[config.mk]
export PLATFORM = sky130hd
export DESIGN_NAME = axi_mux_top
export DESIGN_NICKNAME = d
export VERILOG_FILES = /design/src/design/axi_mux_pkg.sv /design/src/design/aw_dispatch.sv /design/src/design/ax_arbiter.sv /design/src/design/axi_mux_top.sv /design/src/design/resp_router.sv /design/src/design/w_order_fifo.sv /design/src/design/w_steer.sv
export SDC_FILE = /design/constraint.sdc
export NUM_CORES = 1
export LEC_CHECK = 0
export BUFFER_PORTS_ARGS = -buffer_cell sky130_fd_sc_hd__buf_2
export CAP_MARGIN = 15
export CORE_AREA = 10 10 353 355
export CTS_CLUSTER_DIAMETER = 60
export DETAILED_ROUTE_END_ITERATION = 8
export DIE_AREA = 0 0 363 365
export PLACE_DENSITY = 0.3
export SETUP_SLACK_MARGIN = 0.3
export SYNTH_ARGS = -nofsm -noshare
export SYNTH_HDL_FRONTEND = slang
export SYNTH_SLANG_ARGS = --single-unit
[constraint.sdc]
create_clock -name clk_i -period 6.24 [get_ports clk_i]
set_input_delay 0.312 -clock clk_i [delete_from_list [all_inputs] [get_ports clk_i]]
set_output_delay 0.312 -clock clk_i [all_outputs]
set_load 0.05 [all_outputs]
[src/design/axi_mux_pkg.sv]
//----------------------------
// AXI multiplexer package
// Widths, channel structs and port bundles shared by the four-port
// multiplexer and its testbench
//----------------------------
package axi_mux_pkg;

  localparam int unsigned NUM_PORTS   = 4;
  localparam int unsigned PORT_IDX_W  = 2;
  localparam int unsigned SLV_ID_W    = 4;
  localparam int unsigned MST_ID_W    = SLV_ID_W + PORT_IDX_W;
  localparam int unsigned ADDR_W      = 32;
  localparam int unsigned DATA_W      = 32;
  localparam int unsigned MAX_W_TRANS = 8;
  localparam int unsigned W_PTR_W     = $clog2(MAX_W_TRANS);

  typedef logic [PORT_IDX_W-1:0] port_idx_t;
  typedef logic [SLV_ID_W-1:0]   slv_id_t;
  typedef logic [MST_ID_W-1:0]   mst_id_t;
  typedef logic [ADDR_W-1:0]     addr_t;
  typedef logic [DATA_W-1:0]     data_t;
  typedef logic [DATA_W/8-1:0]   strb_t;
  typedef logic [7:0]            len_t;
  typedef logic [1:0]            burst_t;
  typedef logic [1:0]            resp_t;
  // Order FIFO pointer and fill level
  typedef logic [W_PTR_W-1:0]    w_ptr_t;
  typedef logic [W_PTR_W:0]      w_cnt_t;

  //----------------------------
  // Channel payloads
  //----------------------------
  // The ID is the first field, so a port prefix sits in the top bits
  typedef struct packed {
    slv_id_t id;
    addr_t   addr;
    len_t    len;
    burst_t  burst;
  } slv_ax_t;

  typedef struct packed {
    mst_id_t id;
    addr_t   addr;
    len_t    len;
    burst_t  burst;
  } mst_ax_t;

  typedef struct packed {
    data_t data;
    strb_t strb;
    logic  last;
  } w_t;

  typedef struct packed {
    slv_id_t id;
    resp_t   resp;
  } slv_b_t;

  typedef struct packed {
    mst_id_t id;
    resp_t   resp;
  } mst_b_t;

  typedef struct packed {
    slv_id_t id;
    data_t   data;
    resp_t   resp;
    logic    last;
  } slv_r_t;

  typedef struct packed {
    mst_id_t id;
    data_t   data;
    resp_t   resp;
    logic    last;
  } mst_r_t;

  //----------------------------
  // Port bundles
  //----------------------------
  typedef struct packed {
    slv_ax_t aw;
    logic    aw_valid;
    w_t      w;
    logic    w_valid;
    logic    b_ready;
    slv_ax_t ar;
    logic    ar_valid;
    logic    r_ready;
  } slv_req_t;

  typedef struct packed {
    logic   aw_ready;
    logic   w_ready;
    slv_b_t b;
    logic   b_valid;
    logic   ar_ready;
    slv_r_t r;
    logic   r_valid;
  } slv_resp_t;

  typedef struct packed {
    mst_ax_t aw;
    logic    aw_valid;
    w_t      w;
    logic    w_valid;
    logic    b_ready;
    mst_ax_t ar;
    logic    ar_valid;
    logic    r_ready;
  } mst_req_t;

  typedef struct packed {
    logic   aw_ready;
    logic   w_ready;
    mst_b_t b;
    logic   b_valid;
    logic   ar_ready;
    mst_r_t r;
    logic   r_valid;
  } mst_resp_t;

  // AW dispatch: open for a new decision, or holding one already pushed
  typedef enum logic {
    AW_OPEN,
    AW_HELD
  } aw_state_e;

endpackage

[src/design/aw_dispatch.sv]
//----------------------------
// AW dispatch
// Forwards the arbitrated AW to the master and records each
// decision once in the write order FIFO
//----------------------------
module aw_dispatch (
  input  logic                   clk_i,
  input  logic                   rst_n_i,
  input  axi_mux_pkg::mst_ax_t   ax_i,
  input  logic                   valid_i,
  output logic                   ready_o,
  input  axi_mux_pkg::port_idx_t idx_i,
  output axi_mux_pkg::mst_ax_t   aw_o,
  output logic                   aw_valid_o,
  input  logic                   aw_ready_i,
  output axi_mux_pkg::port_idx_t head_o,
  output logic                   empty_o,
  input  logic                   pop_i
);

  import axi_mux_pkg::*;

  aw_state_e state_q;
  aw_state_e state_d;
  logic      push;
  logic      fifo_full;

  assign aw_o = ax_i;

  //----------------------------
  // Valid lock
  //----------------------------
  always_comb begin
    state_d    = state_q;
    push       = 1'b0;
    aw_valid_o = 1'b0;
    ready_o    = 1'b0;
    case (state_q)
      AW_OPEN: begin
        // New decision only with room for its W order entry
        if (valid_i && !fifo_full) begin
          aw_valid_o = 1'b1;
          push       = 1'b1;
          if (aw_ready_i) begin
            ready_o = 1'b1;
          end else begin
            state_d = AW_HELD;
          end
        end
      end
      AW_HELD: begin
        // Already pushed, keep valid up until the master takes it
        aw_valid_o = 1'b1;
        if (aw_ready_i) begin
          ready_o = 1'b1;
          state_d = AW_OPEN;
        end
      end
      default: state_d = AW_OPEN;
    endcase
  end

  always_ff @(posedge clk_i) begin
    if (!rst_n_i) begin
      state_q <= AW_OPEN;
    end else begin
      state_q <= state_d;
    end
  end

  w_order_fifo u_w_order_fifo (
    .clk_i   (clk_i),
    .rst_n_i (rst_n_i),
    .push_i  (push),
    .data_i  (idx_i),
    .pop_i   (pop_i),
    .data_o  (head_o),
    .full_o  (fifo_full),
    .empty_o (empty_o)
  );

endmodule

[src/design/ax_arbiter.sv]
//----------------------------
// Address channel arbiter
// Round-robin over the slave ports with lock-in, and prefixes
// the granted port index onto the ID
//----------------------------
module ax_arbiter (
  input  logic                                             clk_i,
  input  logic                                             rst_n_i,
  input  axi_mux_pkg::slv_ax_t [axi_mux_pkg::NUM_PORTS-1:0] req_i,
  input  logic                 [axi_mux_pkg::NUM_PORTS-1:0] valid_i,
  output logic                 [axi_mux_pkg::NUM_PORTS-1:0] ready_o,
  output axi_mux_pkg::mst_ax_t                              ax_o,
  output logic                                              valid_o,
  input  logic                                              ready_i,
  output axi_mux_pkg::port_idx_t                            idx_o
);

  import axi_mux_pkg::*;

  // Search starts at ptr_q, the port after the last grant
  port_idx_t ptr_q;
  logic      lock_q;
  port_idx_t lock_idx_q;
  port_idx_t sel;
  logic      found;

  //----------------------------
  // Selection
  //----------------------------
  always_comb begin
    port_idx_t cand;
    cand  = ptr_q;
    sel   = ptr_q;
    found = 1'b0;
    if (lock_q) begin
      // Held decision, the source keeps valid until ready
      sel   = lock_idx_q;
      found = valid_i[lock_idx_q];
    end else begin
      for (int k = 0; k < NUM_PORTS; k++) begin
        cand = ptr_q + port_idx_t'(k);
        if (!found && valid_i[cand]) begin
          found = 1'b1;
          sel   = cand;
        end
      end
    end
  end

  assign valid_o     = found;
  assign idx_o       = sel;
  assign ax_o.id     = {sel, req_i[sel].id};
  assign ax_o.addr   = req_i[sel].addr;
  assign ax_o.len    = req_i[sel].len;
  assign ax_o.burst  = req_i[sel].burst;

  // Ready goes back to the granted port only
  always_comb begin
    for (int i = 0; i < NUM_PORTS; i++) begin
      ready_o[i] = valid_o && ready_i && (sel == port_idx_t'(i));
    end
  end

  //----------------------------
  // Pointer and lock state
  //----------------------------
  always_ff @(posedge clk_i) begin
    if (!rst_n_i) begin
      ptr_q      <= '0;
      lock_q     <= 1'b0;
      lock_idx_q <= '0;
    end else if (valid_o) begin
      if (ready_i) begin
        lock_q <= 1'b0;
        ptr_q  <= sel + port_idx_t'(1);
      end else begin
        lock_q     <= 1'b1;
        lock_idx_q <= sel;
      end
    end
  end

  // A stalled request must not change before it is accepted
  assert property (@(posedge clk_i) disable iff (!rst_n_i)
    valid_o && !ready_i |=> valid_o && $stable(ax_o))
    else $error("ax_arbiter: request changed while stalled");

endmodule

[src/design/axi_mux_top.sv]
//----------------------------
// Four-port AXI multiplexer
// Slave port requests share one master port, responses return
// by the port index in the ID
//----------------------------
module axi_mux_top (
  input  logic                                               clk_i,
  input  logic                                               rst_n_i,
  input  axi_mux_pkg::slv_req_t  [axi_mux_pkg::NUM_PORTS-1:0] slv_reqs_i,
  output axi_mux_pkg::slv_resp_t [axi_mux_pkg::NUM_PORTS-1:0] slv_resps_o,
  output axi_mux_pkg::mst_req_t                               mst_req_o,
  input  axi_mux_pkg::mst_resp_t                              mst_resp_i
);

  import axi_mux_pkg::*;

  slv_ax_t [NUM_PORTS-1:0] aw_reqs;
  slv_ax_t [NUM_PORTS-1:0] ar_reqs;
  w_t      [NUM_PORTS-1:0] w_chans;
  slv_b_t  [NUM_PORTS-1:0] b_chans;
  slv_r_t  [NUM_PORTS-1:0] r_chans;
  logic    [NUM_PORTS-1:0] aw_valids, aw_readies;
  logic    [NUM_PORTS-1:0] ar_valids, ar_readies;
  logic    [NUM_PORTS-1:0] w_valids, w_readies;
  logic    [NUM_PORTS-1:0] b_valids, b_readies;
  logic    [NUM_PORTS-1:0] r_valids, r_readies;

  // Arbitrated AW towards dispatch
  mst_ax_t   aw_arb;
  logic      aw_arb_valid;
  logic      aw_arb_ready;
  port_idx_t aw_arb_idx;
  port_idx_t w_head;
  logic      w_empty;
  logic      w_pop;

  //----------------------------
  // Slave port unpacking
  //----------------------------
  for (genvar i = 0; i < NUM_PORTS; i++) begin : gen_ports
    assign aw_reqs[i]              = slv_reqs_i[i].aw;
    assign aw_valids[i]            = slv_reqs_i[i].aw_valid;
    assign ar_reqs[i]              = slv_reqs_i[i].ar;
    assign ar_valids[i]            = slv_reqs_i[i].ar_valid;
    assign w_chans[i]              = slv_reqs_i[i].w;
    assign w_valids[i]             = slv_reqs_i[i].w_valid;
    assign b_readies[i]            = slv_reqs_i[i].b_ready;
    assign r_readies[i]            = slv_reqs_i[i].r_ready;
    assign slv_resps_o[i].aw_ready = aw_readies[i];
    assign slv_resps_o[i].ar_ready = ar_readies[i];
    assign slv_resps_o[i].w_ready  = w_readies[i];
    assign slv_resps_o[i].b        = b_chans[i];
    assign slv_resps_o[i].b_valid  = b_valids[i];
    assign slv_resps_o[i].r        = r_chans[i];
    assign slv_resps_o[i].r_valid  = r_valids[i];
  end

  ax_arbiter u_aw_arbiter (
    .clk_i   (clk_i),
    .rst_n_i (rst_n_i),
    .req_i   (aw_reqs),
    .valid_i (aw_valids),
    .ready_o (aw_readies),
    .ax_o    (aw_arb),
    .valid_o (aw_arb_valid),
    .ready_i (aw_arb_ready),
    .idx_o   (aw_arb_idx)
  );

  aw_dispatch u_aw_dispatch (
    .clk_i      (clk_i),
    .rst_n_i    (rst_n_i),
    .ax_i       (aw_arb),
    .valid_i    (aw_arb_valid),
    .ready_o    (aw_arb_ready),
    .idx_i      (aw_arb_idx),
    .aw_o       (mst_req_o.aw),
    .aw_valid_o (mst_req_o.aw_valid),
    .aw_ready_i (mst_resp_i.aw_ready),
    .head_o     (w_head),
    .empty_o    (w_empty),
    .pop_i      (w_pop)
  );

  w_steer u_w_steer (
    .slv_w_i       (w_chans),
    .slv_w_valid_i (w_valids),
    .slv_w_ready_o (w_readies),
    .w_o           (mst_req_o.w),
    .w_valid_o     (mst_req_o.w_valid),
    .w_ready_i     (mst_resp_i.w_ready),
    .head_i        (w_head),
    .empty_i       (w_empty),
    .pop_o         (w_pop)
  );

  resp_router #(.mst_t(mst_b_t)) u_b_router (
    .mst_i       (mst_resp_i.b),
    .mst_valid_i (mst_resp_i.b_valid),
    .mst_ready_o (mst_req_o.b_ready),
    .slv_o       (b_chans),
    .slv_valid_o (b_valids),
    .slv_ready_i (b_readies)
  );

  // AR needs no ordering, the arbiter drives the master directly
  ax_arbiter u_ar_arbiter (
    .clk_i   (clk_i),
    .rst_n_i (rst_n_i),
    .req_i   (ar_reqs),
    .valid_i (ar_valids),
    .ready_o (ar_readies),
    .ax_o    (mst_req_o.ar),
    .valid_o (mst_req_o.ar_valid),
    .ready_i (mst_resp_i.ar_ready),
    .idx_o   ()
  );

  resp_router #(.mst_t(mst_r_t)) u_r_router (
    .mst_i       (mst_resp_i.r),
    .mst_valid_i (mst_resp_i.r_valid),
    .mst_ready_o (mst_req_o.r_ready),
    .slv_o       (r_chans),
    .slv_valid_o (r_valids),
    .slv_ready_i (r_readies)
  );

endmodule

[src/design/resp_router.sv]
//----------------------------
// Response router
// Sends a B or R beat to the port named by its ID prefix and
// strips that prefix
//----------------------------
module resp_router #(
  parameter type mst_t = axi_mux_pkg::mst_b_t,
  localparam int unsigned SLV_W = $bits(mst_t) - axi_mux_pkg::PORT_IDX_W
) (
  input  mst_t                                       mst_i,
  input  logic                                       mst_valid_i,
  output logic                                       mst_ready_o,
  output logic [axi_mux_pkg::NUM_PORTS-1:0][SLV_W-1:0] slv_o,
  output logic [axi_mux_pkg::NUM_PORTS-1:0]          slv_valid_o,
  input  logic [axi_mux_pkg::NUM_PORTS-1:0]          slv_ready_i
);

  import axi_mux_pkg::*;

  // The ID leads the struct and its prefix is the top of the vector
  port_idx_t sel;

  assign sel         = mst_i[$bits(mst_t)-1 -: PORT_IDX_W];
  assign mst_ready_o = slv_ready_i[sel];

  always_comb begin
    for (int i = 0; i < NUM_PORTS; i++) begin
      slv_o[i]       = mst_i[SLV_W-1:0];
      slv_valid_o[i] = mst_valid_i && (sel == port_idx_t'(i));
    end
  end

endmodule

[src/design/w_order_fifo.sv]
//----------------------------
// Write order FIFO
// Circular buffer of port indices, one per granted write burst
//----------------------------
module w_order_fifo (
  input  logic                   clk_i,
  input  logic                   rst_n_i,
  input  logic                   push_i,
  input  axi_mux_pkg::port_idx_t data_i,
  input  logic                   pop_i,
  output axi_mux_pkg::port_idx_t data_o,
  output logic                   full_o,
  output logic                   empty_o
);

  import axi_mux_pkg::*;

  port_idx_t mem_q [MAX_W_TRANS];
  w_ptr_t    wr_ptr_q;
  w_ptr_t    rd_ptr_q;
  w_cnt_t    count_q;

  assign data_o  = mem_q[rd_ptr_q];
  assign full_o  = (count_q == w_cnt_t'(MAX_W_TRANS));
  assign empty_o = (count_q == '0);

  // Storage, written at the edge of a push
  always_ff @(posedge clk_i) begin
    if (push_i) begin
      mem_q[wr_ptr_q] <= data_i;
    end
  end

  //----------------------------
  // Pointers and fill level
  //----------------------------
  always_ff @(posedge clk_i) begin
    if (!rst_n_i) begin
      wr_ptr_q <= '0;
      rd_ptr_q <= '0;
      count_q  <= '0;
    end else begin
      if (push_i) begin
        if (wr_ptr_q == w_ptr_t'(MAX_W_TRANS - 1)) begin
          wr_ptr_q <= '0;
        end else begin
          wr_ptr_q <= wr_ptr_q + w_ptr_t'(1);
        end
      end
      if (pop_i) begin
        if (rd_ptr_q == w_ptr_t'(MAX_W_TRANS - 1)) begin
          rd_ptr_q <= '0;
        end else begin
          rd_ptr_q <= rd_ptr_q + w_ptr_t'(1);
        end
      end
      // Simultaneous push and pop leave the level unchanged
      if (push_i && !pop_i) begin
        count_q <= count_q + w_cnt_t'(1);
      end else if (pop_i && !push_i) begin
        count_q <= count_q - w_cnt_t'(1);
      end
    end
  end

  // Dispatch and steering must respect the flags
  assert property (@(posedge clk_i) disable iff (!rst_n_i) push_i |-> !full_o)
    else $error("w_order_fifo: push while full");
  assert property (@(posedge clk_i) disable iff (!rst_n_i) pop_i |-> !empty_o)
    else $error("w_order_fifo: pop while empty");

endmodule

[src/design/w_steer.sv]
//----------------------------
// W steering
// Connects the W channel of the port at the order FIFO head
//----------------------------
module w_steer (
  input  axi_mux_pkg::w_t       [axi_mux_pkg::NUM_PORTS-1:0] slv_w_i,
  input  logic                  [axi_mux_pkg::NUM_PORTS-1:0] slv_w_valid_i,
  output logic                  [axi_mux_pkg::NUM_PORTS-1:0] slv_w_ready_o,
  output axi_mux_pkg::w_t                                    w_o,
  output logic                                               w_valid_o,
  input  logic                                               w_ready_i,
  input  axi_mux_pkg::port_idx_t                             head_i,
  input  logic                                               empty_i,
  output logic                                               pop_o
);

  import axi_mux_pkg::*;

  assign w_o = slv_w_i[head_i];

  always_comb begin
    w_valid_o     = 1'b0;
    slv_w_ready_o = '0;
    pop_o         = 1'b0;
    if (!empty_i) begin
      w_valid_o             = slv_w_valid_i[head_i];
      slv_w_ready_o[head_i] = w_ready_i;
      // Last beat of the burst moves the next decision to the head
      pop_o = slv_w_valid_i[head_i] && w_ready_i && slv_w_i[head_i].last;
    end
  end

endmodule

### After elaboration in Yosys (flattened, before gate mapping)

Memories as Yosys holds them, arrays and structs flattened. A register that Yosys moved wholly into a read port is not among the register bits.
Index checks and enable logic that the tools add are counted.
Widths: inputs -> output; s select.

* flip-flop bits (word level): 21
* bits in latches: 0
* bits in writable memories: 16
* bits in read-only memories: 0
* logic and storage cells: 187
* memories kept: 1

* add/subtract/negate cells: 12
* multipliers: 0
* divide/modulo/power cells: 0
* magnitude comparators: 16
* eq/ne operators: 15
* shift operators: 0
* multiplexer cells: 80
* bitwise operators: 4
* reductions and logical operators: 49

Memories
* u_aw_dispatch.u_w_order_fifo.mem_q: depth 8, width 2, read ports 1, clocked after memory_dff 1, write ports 1, RTL line w_order_fifo.sv:18 `port_idx_t mem_q [MAX_W_TRANS];`

Operator list (count)
* $bmux 46 s2: 2
* $mux 46: 2
* $bmux 37 s2: 1
* $lt 2x3->1 const B: 15
* $mux 1: 42
* $mux 37: 1
* $logic_and 1x1->1: 30
* $bmux 1 s2: 13
* $eq 2x2->1 const B: 8
* $mux 2: 8
* $mux 3: 4
* $mux 4: 3
* $logic_not 1->1: 9
* $add 2x1->2 const B: 4
* $add 2x2->2 const B: 4
* $eq 2x1->1 const B: 4
* $logic_not 2->1: 4
* $reduce_and 2->1: 4
* $add 3x1->3 const B: 2
* $eq 3x3->1 const B: 2
* $pmux 1 s2: 3
* $add 4x1->4 const B: 1
* $and 4x4->4: 1
* $eq 4x4->1 const B: 1
* other kinds (6): 8

### Logic depth before layout (Yosys ltp)

* depth after elaboration: 23
* gate-level depth with buffers: 13

### Hierarchy

A second synthesis with hierarchy kept.

* cell total of the unflattened synthesis: 841
* area total of the unflattened synthesis: 8433.1 um2

Modules (own cells, without submodules)
* ax_arbiter: instances 2, cells each 222, area each 2093.3 um2, seq. area each 100.1 um2
* w_order_fifo: instances 1, cells each 96, area each 1272.5 um2, seq. area each 740.7 um2
* resp_router at u_r_router: instances 1, cells each 161, area each 1228.7 um2, seq. area each 0.0 um2
* w_steer: instances 1, cells each 55, area each 1076.0 um2, seq. area each 0.0 um2
* aw_dispatch: instances 1, cells each 56, area each 431.7 um2, seq. area each 20.0 um2
* resp_router at u_b_router: instances 1, cells each 29, area each 237.7 um2, seq. area each 0.0 um2

### Worst setup path before layout

Ideal clock, no wire load.

* kind: input-to-output
* start point: input port slv_reqs_i[87] (netlist name)
* end point: output port mst_req_o[117] (netlist name)
* arrival: 4191 ps
* data required time: 5928 ps
* slack: 1737 ps
* cell stages on the path: 9
* path buffers: 3
* cell sequence: buf_2 -> nor2b_1 -> o21ai_0 -> o221ai_1 -> o21ai_0 -> clkinv_1 -> buf_2 -> buf_2 -> mux2i_1

RTL lines
* from (decl): RTL line axi_mux_top.sv:9 `input axi_mux_pkg::slv_req_t [axi_mux_pkg::NUM_PORTS-1:0] slv_reqs_i,`
* to (decl): RTL line axi_mux_top.sv:11 `output axi_mux_pkg::mst_req_t mst_req_o,`

==> metrics.cfg <==
[detailed_routing]
drc = 0
wire_per_inst_um = 15.9
final_antenna_net_count = 0
vias = 8522
first_iter_violations = 419
routed_wl_um = 47400
viasPerCell = 2.85
drt-pass1-iter-count = 4

[power_and_ir_drop]
p_switching_mw = 2.90
p_per_area_nw_per_um2 = 377
ir_worst_vdd_uv = 232
pwr-share-clk_pct = 7.5
power_frac_seq_pct = 8.4
combPwrFrac_pct = 84.1
p_sw_share_pct = 64.9
power.leakage_nw = 6.17
p_int_mw = 1.57

[run]
maxCapViolations = 0

[floorplanning]
fp-row-count = 126
start_util_pct = 6.62
die_h_um = 365
io-pin-count = 930
die_area_um2 = 132000
core_area_um2 = 117000
die_x_um = 363

[sta]
grt_setup_unrepaired = false
setup_viol = 0
worst_pin_slew_ns = 0.956
max_freq_ghz = 0.252
finalClockSkew_ns = 0.0296
hold_viol_final = 0
drv_slew = 0
final.period_utilization_pct = 63.5
slew_headroom_pct = 36.3
final.setup.tns_ns = 0
min_period_ns = 3.96

[layout]
final_util_pct = 10.1
drive_above_1_share_pct = 51.4
nNetsFinal = 2057
syn_to_final_growth_pct = 52.8

[global_route]
overflow = 0
grt_max_degree = 79
antenna_found_initial = 12
grtUsageTotal_pct = 6.50
first_global_vias = 9220
grt_pass1_wl_um = 64400

[setup_path]
path_class = reg2reg
reg2reg_depth = 12
r2r_setup_slack_ns = 2.28
cp-start-kind = register
crit_arrival_ns = 4.22
r2r_end = u_aw_dispatch.u_w_order_fifo.count_q[3]$_SDFFE_PN0P_
endpoint_kind = register
slowest_stage = mux4_2
worstPathRequired_ns = 6.50
worstPathCellList = mux4_2 -> mux2_4 -> mux4_2 -> nand4_4 -> ha_1 -> inv_1 -> ha_1 -> a21o_1 -> a21oi_1 -> xnor2_1 -> or3_1 -> a21oi_1
cp_max_fo = 76
cp_slowest_stage_delay_ns = 0.61

[placed_design]
gp_congestion = 0.807
dpl.hpwl_um = 42100
port-buffer-count = 704

[cts]
cts_resized = 0
hold_buffers = 0
post_cts_buffers = 0
cts_made_buffers = 5
clock_latency_ns = 0.33
tritoncts = done
h-tree-depth = 2
path_clk_slew_ns = 0.10
clk_path_buf_depth = 2
numClockSinks = 40
root_buffer = clkbuf_16

[yosys]
synth_nets = 1577
synth_top_area_share_pct = 37.0
ys_warn_count = 0
ys_top_cells_by_area = mux2i_1 (37%), buf_4 (18%), nand2_1 (7.9%)
avgSynthCellArea_um2 = 8.02
synth_area_leader_cell = mux2i_1
syn_inst = 969
synth_area_um2 = 7770
synth_edf_count = 16
async_flop_share_pct = 0
synthFlopType = dfxtp_1
synth_cell_types = 47
ys_ff_latch = 40
synth_seq_area_share_pct = 12.4

[min_path]
holdPathEnd = u_aw_dispatch.state_q$_SDFF_PN0_
hold_depth = 2
hold_class = in2reg
min_from = mst_resp_i[53]

[run_status]
status = complete, no violations

==> flip-flops by register name, indices dropped and copies added, names as in the netlist, 2 cells and up, named ones only <==
| signal | cells |
|---|---|
| u_ar_arbiter.lock_idx_q | 2 |
| u_ar_arbiter.ptr_q | 2 |
| u_aw_arbiter.lock_idx_q | 2 |
| u_aw_arbiter.ptr_q | 2 |
| u_aw_dispatch.u_w_order_fifo.count_q | 4 |
| u_aw_dispatch.u_w_order_fifo.mem_q | 16 |
| u_aw_dispatch.u_w_order_fifo.rd_ptr_q | 3 |
| u_aw_dispatch.u_w_order_fifo.wr_ptr_q | 3 |
==> how the worst max path moves through the flow <==
stage                                                                       to           start  slack (ns)
after floorplan                                                 mst_req_o[117]  slv_reqs_i[87]        1.74
after global placement    u_aw_dispatch.u_w_order_fifo.count_q[3]$_SDFFE_PN0P_        register        2.17
after detailed placement  u_aw_dispatch.u_w_order_fifo.count_q[3]$_SDFFE_PN0P_        register        2.22
after CTS                 u_aw_dispatch.u_w_order_fifo.count_q[3]$_SDFFE_PN0P_        register        2.23
after global routing      u_aw_dispatch.u_w_order_fifo.count_q[3]$_SDFFE_PN0P_        register        2.08
final                     u_aw_dispatch.u_w_order_fifo.count_q[3]$_SDFFE_PN0P_        register        2.28
==> metal layers <==
layer	GRT usage, %	share of wire (%)	vias to the layer above
met4	1.21	1.5	8
met2	11.2	48	531
li1	-	-	4176
met3	3.20	12	44
met1	7.19	38	3763
met5	0	0.12	-
==> cells by family (layout without fill, tap and decap cells) <==
kind of cell	count (synthesis)	after routing	share of synthesized area, %
muxes	299	299	40.2
and+or+nand+nor	275	275	16.0
buffers and inverters	257	738	21.8
AOI/OAI and AO/OA	79	79	6.59
DFF	40	40	12.4
adders and majority gates	16	16	2.67
xor gates and xnor gates	3	3	0.338
other	0	2	0
==> layout by cell type (no fill, tap or decap), types with 3 or more instances in the layout <==
master       n
a211oi_1     6
a21oi_1     10
a31oi_1     37
and2_1       7
and3_1      42
buf_2      704
buf_4       12
clkbuf_16    5
dfxtp_1     24
edfxtp_1    16
ha_1        15
inv_1        9
inv_2        3
mux2i_1    286
mux4_2      10
nand2_1    163
nand2b_1     5
nand3_1      7
nor2_1      32
nor2b_1      4
nor3_1       3
nor3b_1      4
o21a_1       3
o21ai_0      8
or3_1        3
==> power by group through the flow <==
stage | logic, mW | clock network [mW] | registers [mW]
6_report | 3.77 | 0.336 | 0.375
5_1_grt | 4.02 | 0.365 | 0.384
4_1_cts | 3.83 | 0.361 | 0.376
3_5_place_dp | 3.83 | 0 | 0.383
3_3_place_gp | 3.87 | 0 | 0.385
2_1_floorplan | 3.12 | 0 | 0.362
==> stage by stage <==
step / hold slack [ns] / power, mW / setup WS, ns / instances / instance area [um2]
2_1_floorplan: 0.388 / 3.48 / 1.74 / 969 / 7770
3_3_place_gp: 0.508 / 4.25 / 2.17 / 2978 / 11700
3_5_place_dp: 0.507 / 4.21 / 2.22 / 2978 / 11700
4_1_cts: 0.149 / 4.57 / 2.23 / 2986 / 11900
5_1_grt: 0.157 / 4.77 / 2.08 / 2986 / 11900
6_report: 0.170 / 4.48 / 2.28 / 2988 / 11900
==> final cells by class <==
cell class	instances	area (um2)
multi-input combinational	672	5140
timing repair buffer	716	3610
clock buffer	5	125
clock inverter	3	46.3
tap	1536	1920
antenna	2	5.00
inverter	14	60.1
sequential	40	961
fill	13900	106000
==> cell usage after synthesis, types with 3 or more instances <==
cell,n
or3_1,3
nand2b_1,5
a21oi_1,10
edfxtp_1,16
nor2_1,32
inv_1,9
buf_1,10
o21ai_0,9
mux2i_1,287
and3_1,42
buf_4,186
mux4_2,10
nand3_1,7
nor2b_1,4
nor3_1,3
buf_2,19
nor3b_1,4
a31oi_1,37
ha_1,15
a211oi_1,6
o21a_1,3
and2_1,7
clkbuf_1,27
nand2_1,163
clkinv_1,3
dfxtp_1,24
==> critical path: cells and delay by family, from the launching register on <==
family	cells	cell delay, ns
mux	3	1.77
flops	1	0.52
fa+ha+maj	2	0.48
compound gates	3	0.48
simple gates	2	0.45
buf+inv	1	0.09
xor+xnor	1	0.08
No activity file was read; power rests on OpenSTA's default activity.
